===== src/video_tx_pkg.sv =====
package video_tx_pkg;

	// ========================================================================
	// link speed
	// ========================================================================

	// same encoding as the PHY status bits, 10 Mb is the slowest
	typedef enum logic [1:0] {
		SPEED_10   = 2'b01,
		SPEED_100  = 2'b10,
		SPEED_1000 = 2'b11
	} link_speed_t;

	// ========================================================================
	// ethernet framing
	// ========================================================================

	localparam logic [7:0] PREAMBLE_BYTE = 8'h55;
	localparam int PREAMBLE_LEN = 7;
	localparam logic [7:0] SFD_BYTE = 8'hD5;
	localparam int IFG_BYTES = 12; // idle byte-times after the crc

	// frame id, segment number, copy index, length
	localparam int HEADER_LEN = 4;

	localparam logic [31:0] CRC_POLY = 32'hEDB88320; // reflected 802.3 poly
	localparam logic [31:0] CRC_INIT = 32'hFFFFFFFF;

	// clock cycles per byte on the wire
	function automatic int pace_divisor(link_speed_t speed);
		case (speed)
			SPEED_10:  return 100;
			SPEED_100: return 10;
			default:   return 1;
		endcase
	endfunction

endpackage


===== src/pixel_store.sv =====
`timescale 1ns/1ps

module pixel_store #(
	parameter int FRAME_PIXELS = 64
) (
	input  logic clk125MHz,
	input  logic reset,
	input  logic frame_start,
	input  logic pixel_valid,
	input  logic [7:0] pixel_r,
	input  logic [7:0] pixel_g,
	input  logic [7:0] pixel_b,
	input  logic busy,
	input  logic [$clog2(3 * FRAME_PIXELS) - 1:0] rd_addr,
	output logic [7:0] rd_data,
	output logic frame_ready
);

	localparam int MEM_BYTES = 3 * FRAME_PIXELS;
	localparam int ADDR_W = $clog2(MEM_BYTES);
	localparam int PIX_W = $clog2(FRAME_PIXELS + 1);

	typedef enum logic {
		ST_IDLE,
		ST_CAPTURE
	} state_t;

	state_t state;
	logic [1:0] ser_phase; // 0 waits for a pixel, 1 writes green, 2 writes blue
	logic [7:0] pix_g;
	logic [7:0] pix_b;
	logic [ADDR_W - 1:0] wr_addr;
	logic [PIX_W - 1:0] pixel_count;
	logic wr_en;
	logic [7:0] wr_data;
	logic [7:0] mem [0:MEM_BYTES - 1];

	// byte serializer, red goes straight from the port
	always_comb begin
		wr_en = 1'b0;
		wr_data = pixel_r;
		if (state == ST_CAPTURE) begin
			if (ser_phase == 2'd0) begin
				wr_en = pixel_valid;
			end else begin
				wr_en = 1'b1;
				wr_data = (ser_phase == 2'd1) ? pix_g : pix_b;
			end
		end
	end

	// ========================================================================
	// capture FSM
	// ========================================================================
	always_ff @(posedge clk125MHz) begin
		if (reset) begin
			state <= ST_IDLE;
			ser_phase <= 2'd0;
			wr_addr <= '0;
			pixel_count <= '0;
			frame_ready <= 1'b0;
		end else begin
			frame_ready <= 1'b0;
			if (wr_en)
				wr_addr <= wr_addr + 1'b1;
			case (state)
				ST_IDLE: begin
					// frame memory is in use while the sequencer is busy
					if (frame_start && !busy) begin
						state <= ST_CAPTURE;
						wr_addr <= '0;
						pixel_count <= '0;
						ser_phase <= 2'd0;
					end
				end
				ST_CAPTURE: begin
					if (ser_phase == 2'd0) begin
						if (pixel_valid)
							ser_phase <= 2'd1;
					end else if (ser_phase == 2'd1) begin
						ser_phase <= 2'd2;
					end else begin
						ser_phase <= 2'd0;
						pixel_count <= pixel_count + 1'b1;
						if (pixel_count == PIX_W'(FRAME_PIXELS - 1)) begin
							state <= ST_IDLE;
							frame_ready <= 1'b1; // last byte written this cycle
						end
					end
				end
				default: state <= ST_IDLE;
			endcase
		end
	end

	// held green and blue while red is written
	always_ff @(posedge clk125MHz) begin
		if (state == ST_CAPTURE && ser_phase == 2'd0 && pixel_valid) begin
			pix_g <= pixel_g;
			pix_b <= pixel_b;
		end
	end

	always_ff @(posedge clk125MHz) begin
		if (wr_en)
			mem[wr_addr] <= wr_data;
		rd_data <= mem[rd_addr]; // registered read port
	end

endmodule


===== src/segment_sequencer.sv =====
`timescale 1ns/1ps

module segment_sequencer #(
	parameter int FRAME_PIXELS = 64,
	parameter int SEGMENT_BYTES = 64
) (
	input  logic clk125MHz,
	input  logic reset,
	input  logic frame_ready,
	input  logic [2:0] redundancy,
	input  logic packet_done,
	output logic start_segment,
	output logic [7:0] segment_num,
	output logic [2:0] copy_index,
	output logic [7:0] frame_id,
	output logic busy
);

	localparam int NUM_SEGMENTS = 3 * FRAME_PIXELS / SEGMENT_BYTES;

	typedef enum logic [1:0] {
		SQ_IDLE,
		SQ_ISSUE,
		SQ_WAIT
	} state_t;

	state_t state;
	logic [2:0] copies; // copies per segment for the current frame

	always_ff @(posedge clk125MHz) begin
		if (reset) begin
			state <= SQ_IDLE;
			copies <= 3'd1;
			start_segment <= 1'b0;
			segment_num <= 8'd0;
			copy_index <= 3'd0;
			frame_id <= 8'd0;
			busy <= 1'b0;
		end else begin
			start_segment <= 1'b0;
			case (state)
				SQ_IDLE: begin
					if (frame_ready) begin
						busy <= 1'b1;
						frame_id <= frame_id + 8'd1; // first frame goes out as id 1
						copies <= (redundancy == 3'd0) ? 3'd1 : redundancy;
						segment_num <= 8'd0;
						copy_index <= 3'd0;
						state <= SQ_ISSUE;
					end
				end
				SQ_ISSUE: begin
					start_segment <= 1'b1;
					state <= SQ_WAIT;
				end
				SQ_WAIT: begin
					if (packet_done) begin
						if (copy_index != copies - 3'd1) begin
							copy_index <= copy_index + 3'd1; // next copy, same segment
							state <= SQ_ISSUE;
						end else if (segment_num != 8'(NUM_SEGMENTS - 1)) begin
							copy_index <= 3'd0;
							segment_num <= segment_num + 8'd1;
							state <= SQ_ISSUE;
						end else begin
							// whole frame is out
							copy_index <= 3'd0;
							busy <= 1'b0;
							state <= SQ_IDLE;
						end
					end
				end
				default: state <= SQ_IDLE;
			endcase
		end
	end

endmodule


===== src/frame_packetizer.sv =====
`timescale 1ns/1ps

module frame_packetizer
	import video_tx_pkg::*;
#(
	parameter int FRAME_PIXELS = 64,
	parameter int SEGMENT_BYTES = 64
) (
	input  logic clk125MHz,
	input  logic reset,
	input  logic start_segment,
	input  logic [7:0] segment_num,
	input  logic [2:0] copy_index,
	input  logic [7:0] frame_id,
	input  logic advance,
	input  logic [7:0] rd_data,
	output logic [$clog2(3 * FRAME_PIXELS) - 1:0] rd_addr,
	output logic [7:0] pkt_byte,
	output logic pkt_last,
	output logic pkt_start
);

	localparam int ADDR_W = $clog2(3 * FRAME_PIXELS);
	localparam int PKT_LEN = HEADER_LEN + SEGMENT_BYTES;
	localparam int IDX_W = $clog2(PKT_LEN);
	localparam logic [IDX_W - 1:0] LAST_IDX = IDX_W'(PKT_LEN - 1);

	logic [7:0] hdr_frame_id;
	logic [7:0] hdr_segment;
	logic [7:0] hdr_copy;
	logic [IDX_W - 1:0] req_idx; // byte most recently requested
	logic [IDX_W - 1:0] out_idx; // byte on pkt_byte, one cycle behind req_idx
	logic req_ok;

	// the final byte stays on the output once it is reached
	assign req_ok = advance && (req_idx != LAST_IDX);

	// ========================================================================
	// byte index pipeline
	// ========================================================================
	always_ff @(posedge clk125MHz) begin
		if (reset) begin
			req_idx <= '0;
			out_idx <= '0;
			pkt_start <= 1'b0;
		end else begin
			pkt_start <= start_segment; // framer begins once the header is latched
			out_idx <= req_idx; // lines up with rd_data
			if (start_segment)
				req_idx <= '0;
			else if (req_ok)
				req_idx <= req_idx + 1'b1;
		end
	end

	// header fields and payload address
	always_ff @(posedge clk125MHz) begin
		if (start_segment) begin
			hdr_frame_id <= frame_id;
			hdr_segment <= segment_num;
			hdr_copy <= {5'd0, copy_index};
			rd_addr <= ADDR_W'(int'(segment_num) * SEGMENT_BYTES);
		end else if (req_ok && req_idx >= IDX_W'(HEADER_LEN)) begin
			// base address is already prefetched for the first payload byte
			rd_addr <= rd_addr + 1'b1;
		end
	end

	always_comb begin
		case (out_idx)
			IDX_W'(0): pkt_byte = hdr_frame_id;
			IDX_W'(1): pkt_byte = hdr_segment;
			IDX_W'(2): pkt_byte = hdr_copy;
			IDX_W'(3): pkt_byte = 8'(SEGMENT_BYTES); // length, low byte
			default:   pkt_byte = rd_data;
		endcase
	end

	assign pkt_last = (out_idx == LAST_IDX);

endmodule


===== src/mac_tx_framer.sv =====
`timescale 1ns/1ps

module mac_tx_framer
	import video_tx_pkg::*;
(
	input  logic clk125MHz,
	input  logic reset,
	input  link_speed_t speed,
	input  logic pkt_start,
	input  logic [7:0] pkt_byte,
	input  logic pkt_last,
	output logic advance,
	output logic [7:0] tx_data,
	output logic tx_en,
	output logic tx_strobe,
	output logic packet_done
);

	typedef enum logic [2:0] {
		PH_IDLE,
		PH_PREAMBLE,
		PH_SFD,
		PH_DATA,
		PH_CRC,
		PH_GAP
	} phase_t;

	phase_t phase;
	logic [6:0] pace_div; // byte period, fixed for the whole packet
	logic [6:0] pace_cnt;
	logic tick; // byte slot
	logic first_data;
	logic [3:0] byte_cnt;
	logic [31:0] crc;

	function automatic logic [31:0] crc32_byte(input logic [31:0] crc_in,
		input logic [7:0] data);
		logic [31:0] c;
		c = crc_in ^ {24'd0, data};
		for (int i = 0; i < 8; i++) begin
			c = c[0] ? ((c >> 1) ^ CRC_POLY) : (c >> 1);
		end
		return c;
	endfunction

	assign tick = (phase != PH_IDLE) && (pace_cnt == 7'd0);

	// request the byte two cycles ahead of the slot that sends it
	// at 1000 Mb every cycle is a slot, so requests run ahead from the SFD on
	always_comb begin
		if (pace_div == 7'd1)
			advance = (phase == PH_SFD) || (phase == PH_DATA);
		else
			advance = (phase == PH_DATA) && !first_data && (pace_cnt == 7'd2);
	end

	// ========================================================================
	// phase FSM and pacing
	// ========================================================================
	always_ff @(posedge clk125MHz) begin
		if (reset) begin
			phase <= PH_IDLE;
			pace_div <= 7'd1;
			pace_cnt <= 7'd0;
			first_data <= 1'b0;
			byte_cnt <= 4'd0;
			tx_data <= 8'h00;
			tx_en <= 1'b0;
			tx_strobe <= 1'b0;
			packet_done <= 1'b0;
		end else begin
			tx_strobe <= 1'b0;
			packet_done <= 1'b0;
			if (phase == PH_IDLE) begin
				if (pkt_start) begin
					pace_div <= 7'(pace_divisor(speed));
					pace_cnt <= 7'd0; // first slot right away
					byte_cnt <= 4'd0;
					phase <= PH_PREAMBLE;
				end
			end else if (tick) begin
				pace_cnt <= pace_div - 7'd1;
				case (phase)
					PH_PREAMBLE: begin
						tx_data <= PREAMBLE_BYTE;
						tx_en <= 1'b1;
						tx_strobe <= 1'b1;
						if (byte_cnt == 4'(PREAMBLE_LEN - 1)) begin
							byte_cnt <= 4'd0;
							phase <= PH_SFD;
						end else begin
							byte_cnt <= byte_cnt + 4'd1;
						end
					end
					PH_SFD: begin
						tx_data <= SFD_BYTE;
						tx_strobe <= 1'b1;
						first_data <= 1'b1;
						phase <= PH_DATA;
					end
					PH_DATA: begin
						tx_data <= pkt_byte;
						tx_strobe <= 1'b1;
						first_data <= 1'b0;
						if (pkt_last)
							phase <= PH_CRC;
					end
					PH_CRC: begin
						tx_data <= ~crc[7:0]; // fcs goes out lsb first
						tx_strobe <= 1'b1;
						if (byte_cnt == 4'd3) begin
							byte_cnt <= 4'd0;
							phase <= PH_GAP;
						end else begin
							byte_cnt <= byte_cnt + 4'd1;
						end
					end
					PH_GAP: begin
						tx_en <= 1'b0; // first gap slot ends the last crc byte
						if (byte_cnt == 4'(IFG_BYTES)) begin
							byte_cnt <= 4'd0;
							packet_done <= 1'b1;
							phase <= PH_IDLE;
						end else begin
							byte_cnt <= byte_cnt + 4'd1;
						end
					end
					default: phase <= PH_IDLE;
				endcase
			end else begin
				pace_cnt <= pace_cnt - 7'd1;
			end
		end
	end

	// crc over header and payload, shifted out during the crc phase
	always_ff @(posedge clk125MHz) begin
		if (tick) begin
			case (phase)
				PH_SFD:  crc <= CRC_INIT;
				PH_DATA: crc <= crc32_byte(crc, pkt_byte);
				PH_CRC:  crc <= {8'h00, crc[31:8]};
				default: crc <= crc;
			endcase
		end
	end

endmodule


===== src/video_eth_tx_top.sv =====
`timescale 1ns/1ps

module video_eth_tx_top
	import video_tx_pkg::*;
#(
	parameter int FRAME_PIXELS = 64,
	parameter int SEGMENT_BYTES = 64 // must divide 3 * FRAME_PIXELS
) (
	input  logic clk125MHz,
	input  logic reset,
	input  logic frame_start,
	input  logic pixel_valid,
	input  logic [7:0] pixel_r,
	input  logic [7:0] pixel_g,
	input  logic [7:0] pixel_b,
	input  logic [2:0] redundancy,
	input  logic link_10mb,
	input  logic link_100mb,
	input  logic link_1000mb,
	output logic [7:0] tx_data,
	output logic tx_en,
	output logic tx_strobe,
	output logic busy
);

	localparam int ADDR_W = $clog2(3 * FRAME_PIXELS);

	link_speed_t speed;
	logic frame_ready;
	logic start_segment;
	logic packet_done;
	logic advance;
	logic pkt_start;
	logic pkt_last;
	logic [7:0] segment_num;
	logic [7:0] frame_id;
	logic [7:0] rd_data;
	logic [7:0] pkt_byte;
	logic [2:0] copy_index;
	logic [ADDR_W - 1:0] rd_addr;

	// fastest link wins, last choice kept while the link is down
	always_ff @(posedge clk125MHz) begin
		if (reset)
			speed <= SPEED_1000;
		else if (link_1000mb)
			speed <= SPEED_1000;
		else if (link_100mb)
			speed <= SPEED_100;
		else if (link_10mb)
			speed <= SPEED_10;
	end

	// ========================================================================
	// datapath
	// ========================================================================
	pixel_store #(
		.FRAME_PIXELS(FRAME_PIXELS)
	) pixel_store_i (
		.clk125MHz(clk125MHz),
		.reset(reset),
		.frame_start(frame_start),
		.pixel_valid(pixel_valid),
		.pixel_r(pixel_r),
		.pixel_g(pixel_g),
		.pixel_b(pixel_b),
		.busy(busy),
		.rd_addr(rd_addr),
		.rd_data(rd_data),
		.frame_ready(frame_ready)
	);

	segment_sequencer #(
		.FRAME_PIXELS(FRAME_PIXELS),
		.SEGMENT_BYTES(SEGMENT_BYTES)
	) segment_sequencer_i (
		.clk125MHz(clk125MHz),
		.reset(reset),
		.frame_ready(frame_ready),
		.redundancy(redundancy),
		.packet_done(packet_done),
		.start_segment(start_segment),
		.segment_num(segment_num),
		.copy_index(copy_index),
		.frame_id(frame_id),
		.busy(busy)
	);

	frame_packetizer #(
		.FRAME_PIXELS(FRAME_PIXELS),
		.SEGMENT_BYTES(SEGMENT_BYTES)
	) frame_packetizer_i (
		.clk125MHz(clk125MHz),
		.reset(reset),
		.start_segment(start_segment),
		.segment_num(segment_num),
		.copy_index(copy_index),
		.frame_id(frame_id),
		.advance(advance),
		.rd_data(rd_data),
		.rd_addr(rd_addr),
		.pkt_byte(pkt_byte),
		.pkt_last(pkt_last),
		.pkt_start(pkt_start)
	);

	mac_tx_framer mac_tx_framer_i (
		.clk125MHz(clk125MHz),
		.reset(reset),
		.speed(speed),
		.pkt_start(pkt_start),
		.pkt_byte(pkt_byte),
		.pkt_last(pkt_last),
		.advance(advance),
		.tx_data(tx_data),
		.tx_en(tx_en),
		.tx_strobe(tx_strobe),
		.packet_done(packet_done)
	);

endmodule


===== config.mk =====
export PLATFORM = sky130hd
export DESIGN_NAME = video_eth_tx_top
export DESIGN_NICKNAME = d
export VERILOG_FILES = /design/src/video_tx_pkg.sv /design/src/pixel_store.sv /design/src/segment_sequencer.sv /design/src/frame_packetizer.sv /design/src/mac_tx_framer.sv /design/src/video_eth_tx_top.sv
export SDC_FILE = /design/constraint.sdc
export NUM_CORES = 2
export LEC_CHECK = 0
export ABC_AREA = 1
export CORE_UTILIZATION = 57
export CTS_CLUSTER_DIAMETER = 80
export DETAILED_ROUTE_END_ITERATION = 16
export DONT_BUFFER_PORTS = 1
export PLACE_DENSITY = 0.75
export RECOVER_POWER = 100
export SLEW_MARGIN = 0
export SYNTH_ARGS = -nofsm -noshare
export SYNTH_HDL_FRONTEND = slang
export SYNTH_SLANG_ARGS = --single-unit

===== constraint.sdc =====
create_clock -name clk125MHz -period 9.7 [get_ports clk125MHz]
set_clock_uncertainty 0.15 [all_clocks]
set_input_delay 0.485 -clock clk125MHz [delete_from_list [all_inputs] [get_ports clk125MHz]]
set_output_delay 0.485 -clock clk125MHz [all_outputs]
set_load 0.005 [all_outputs]

==> summary.md <==
| Metric | Value |
|---|---|
| DRT iter0 DRCs | `7,033` |
| Slew Viols, Final | `between 900 and 1,000` |
| Final wirelength | `roughly 180,000 microns` |
| Synth cell types | `54` |
| Synth warnings | `0` |
| Number of diodes | `0` |
| Clock sink count | `approximately 1,700` |
| Via count of the first global-routing pass | `45,401` |
| Most common cell after layout, fill and taps aside | `edfxtp_1` |
| # IOs | `45` |
| Post-CTS Repair Setup Buffers | `0` |
| Max stage delay on crit path | `3300 ps` |
| Worst path bufs/invs | `1` |
| Final hold viol count | `0` |
| Period Utilization, post-route | `0.731` |
| Layout area overhead | `9.57%` |
| Nets | `5,809` |
| Max cap viols | `14` |
| Post-Layout Cell Count | `approximately 7,500` |
| First-pass GRT wire length | `about 270,000 microns` |
| Synthesized area | `between 60,000 and 70,000 sq um` |
| Hold_ws | `about 160 ps` |
| Post-synthesis cell count | `about 5,900` |
| Die W | `approximately 350 microns` |
| CTS Root Cell | `clkbuf_16` |
| Ys async rst share | `0` |
| Slowest CP cell | `o21ai_0` |
| Clk slew on worst S/H paths | `about 60 ps` |
| PortBufs | `0` |
| Max FFs per register | `roughly 1,500` |
| Pin count of the biggest net entering global routing | `223` |
| Worst EP arrival | `a little over 7000 ps` |
| Unrepaired setup endpoints after global routing | `no` |
| Drt pass-1 iters | `7` |
| Pre-CTS WS | `5360 ps` |
| Total GRT Usage | `0.288` |
| Core Footprint | `~120,000 sq um` |
| Hold Crit Class | `in -> reg` |
| Post-Syn Nets | `around 6,000` |
| Crit path max fanout | `64` |
| Remaining routing DRC violations | `0` |
| Seq/Total Area, Yosys | `0.720` |
| Cells along the critical path | `nand3_1 -> o21ai_0 -> clkbuf_1` |
| Wire per inst | `24.1 microns` |
| Max VDD drop | `approximately 220 uV` |
| Skew-Pair Late Insertion Delay | `slightly above 800 ps` |
| Top delay family on crit path | `compound AO/OA/AOI/OAI gates` |
| Initial antenna violation count | `6` |
| Vias | `between 40,000 and 50,000` |
| Post-Syn Area per Cell | `11.9 sq um` |
| Deepest clock path buffer count | `3` |
| Relative slew slack | `-2.12` |
| Rows | `roughly 130` |
| WS Path Type | `reg -> reg` |
| Worst setup SP type | `register` |
| Routed Antenna Nets | `0` |
| Cell Count Post-Placement | `between 7,000 and 8,000` |
| #FFs+latches synth | `1,710` |
| Final worst slack | `between 2000 and 3000 ps` |
| Final HPWL from detailed placement | `approximately 100,000 microns` |
| Final setup violation count | `0` |
| Starting density of the core | `0.574` |
| Die ar. | `around 120,000 sq um` |
| Share of cells above drive strength 1 | `0.0579` |
| Synth area leaders | `edfxtp_1 (69%), o21ai_0 (6.1%), nor2_1 (5.8%)` |
| Top cell type's share of synthesized area | `0.689` |
| Reg with most FFs | `pixel_store_i.mem` |
| Endpoint class of the critical path | `register` |
| TritonCTS clock tree | `yes` |
| Yosys top cell by area | `edfxtp_1` |
| Worst slew pin tran | `between 4000 and 5000 ps` |
| GR Overflow Total | `0` |
| Crit path launch | `pixel_store_i.state$_SDFF_PP0_` |
| Filler Cell Count | `8,921` |
| Commonest non-fill, non-tap cells in the layout | `edfxtp_1 (1,605), nor2_1 (1,073), o21ai_0 (848), nand2_1 (637), nand3_1 (305)` |
| PD cells | `about 250 nW/um^2` |
| Die height | `around 350 microns` |
| Worst hold path startpoint | `pixel_g[7]` |
| Design Power | `18,900 uW` |
| Post-route cell area | `roughly 77,000 sq um` |
| Critical Path RT | `9740 ps` |
| LEAKAGE | `around 0.025 uW` |
| Main synth FF type | `edfxtp_1` |
| Crit path time final | `approximately 7000 ps` |
| Failing checks | `capacitance limit, slew limit` |
| Largest regs | `pixel_store_i.mem: 1536 flops, mac_tx_framer_i.crc: 32 flops` |
| Status | `complete, but fails checks` |
| Max Freq | `~140 MHz` |
| Placed inst area | `around 71,000 sq um` |
| CTS Buf Count | `roughly 170` |
| Routed vias/inst | `6.34` |
| Reg2reg start | `pixel_store_i.state$_SDFF_PP0_` |
| # H-tree levels | `4` |
| Placer Congestion | `between 0.9 and 1` |
| Setup slack, reg-to-reg | `2610 ps` |
| Post-synth EDFFs | `roughly 1,600` |
-- worst reg2reg max path, cell delays in order (launching register included) --
cell	delay, ps
dfxtp_1	420
nand3_1	410
o21ai_0	3300
clkbuf_1	2140
-- per-stage QoR --
stage / utilization / setup TNS (ps)
final: 0.629 / 0
after global routing: 0.629 / 0
after CTS: 0.631 / 0
after detailed placement: 0.584 / 0
after global placement: 0.584 / 0
after floorplan: - / -316530
-- timing repair --
item / in CTS / in global routing
hold buffers: 28 / 0
endpoints found under the hold margin: 77 / 0
gates resized for setup: 0 / 0
-- synthesized netlist by cell type, drive strengths merged, types with 2 or more instances --
cell type  count
nor3          30
a31oi          9
nand3        305
buf          145
nor4           4
nor3b          7
o211ai        18
clkinv         4
a211oi        14
xor2          28
o221ai        91
ha            23
nor2        1077
a21oi         87
inv          183
clkbuf       220
xnor2          7
or2            4
dfxtp        105
o22ai        292
o21bai         3
nand4         16
o21ai        865
a32o           6
o31ai          4
edfxtp      1605
o21a           2
nand3b         2
and3           8
o311ai         6
a22oi          8
nand2        685
-- final cells by class --
type	count	area, sq um	share of cell area
multi-input cells	3607	17400	0.227
clock inverters	96	1030	0.0135
repair buffers	81	716	0.00934
clock buffers	206	4380	0.0571
flip-flops and latches	1710	50300	0.657
inverters	187	727	0.00949
well taps	1625	2030	0.0265
-- routing by layer --
metal | GRT usage | part of all wire | vias to the layer above
met5 | 0 | 0.00029 | -
met4 | 0.126 | 0.041 | 8
met3 | 0.0534 | 0.11 | 428
met2 | 0.454 | 0.47 | 2818
met1 | 0.394 | 0.38 | 23323
li1 | - | - | 21084
-- worst paths after layout --
kind                                                   to  cells after the start
min reg2reg  frame_packetizer_i.hdr_frame_id[7]$_DFFE_PP_                      0
max                   pixel_store_i.mem[162][5]$_DFFE_PP_                      3
min                      pixel_store_i.pix_g[7]$_DFFE_PP_                      1
max reg2reg           pixel_store_i.mem[162][5]$_DFFE_PP_                      3
-- power breakdown --
part / switching [uW] / leakage (uW) / internal (uW) / total (uW)
Sequential: 164 / 0.0153 / 8230 / 8390
Combinational: 2990 / 0.00736 / 1050 / 4040
Clock: 2800 / 0.00262 / 3680 / 6480
-- cell families after synthesis --
group / share of synthesized area
compound gates: 0.114
fa+ha+maj: 0.00412
buf+inv: 0.0317
simple gates: 0.126
flops: 0.720
xor+xnor: 0.00439
No activity file was read; power rests on OpenSTA's default activity.
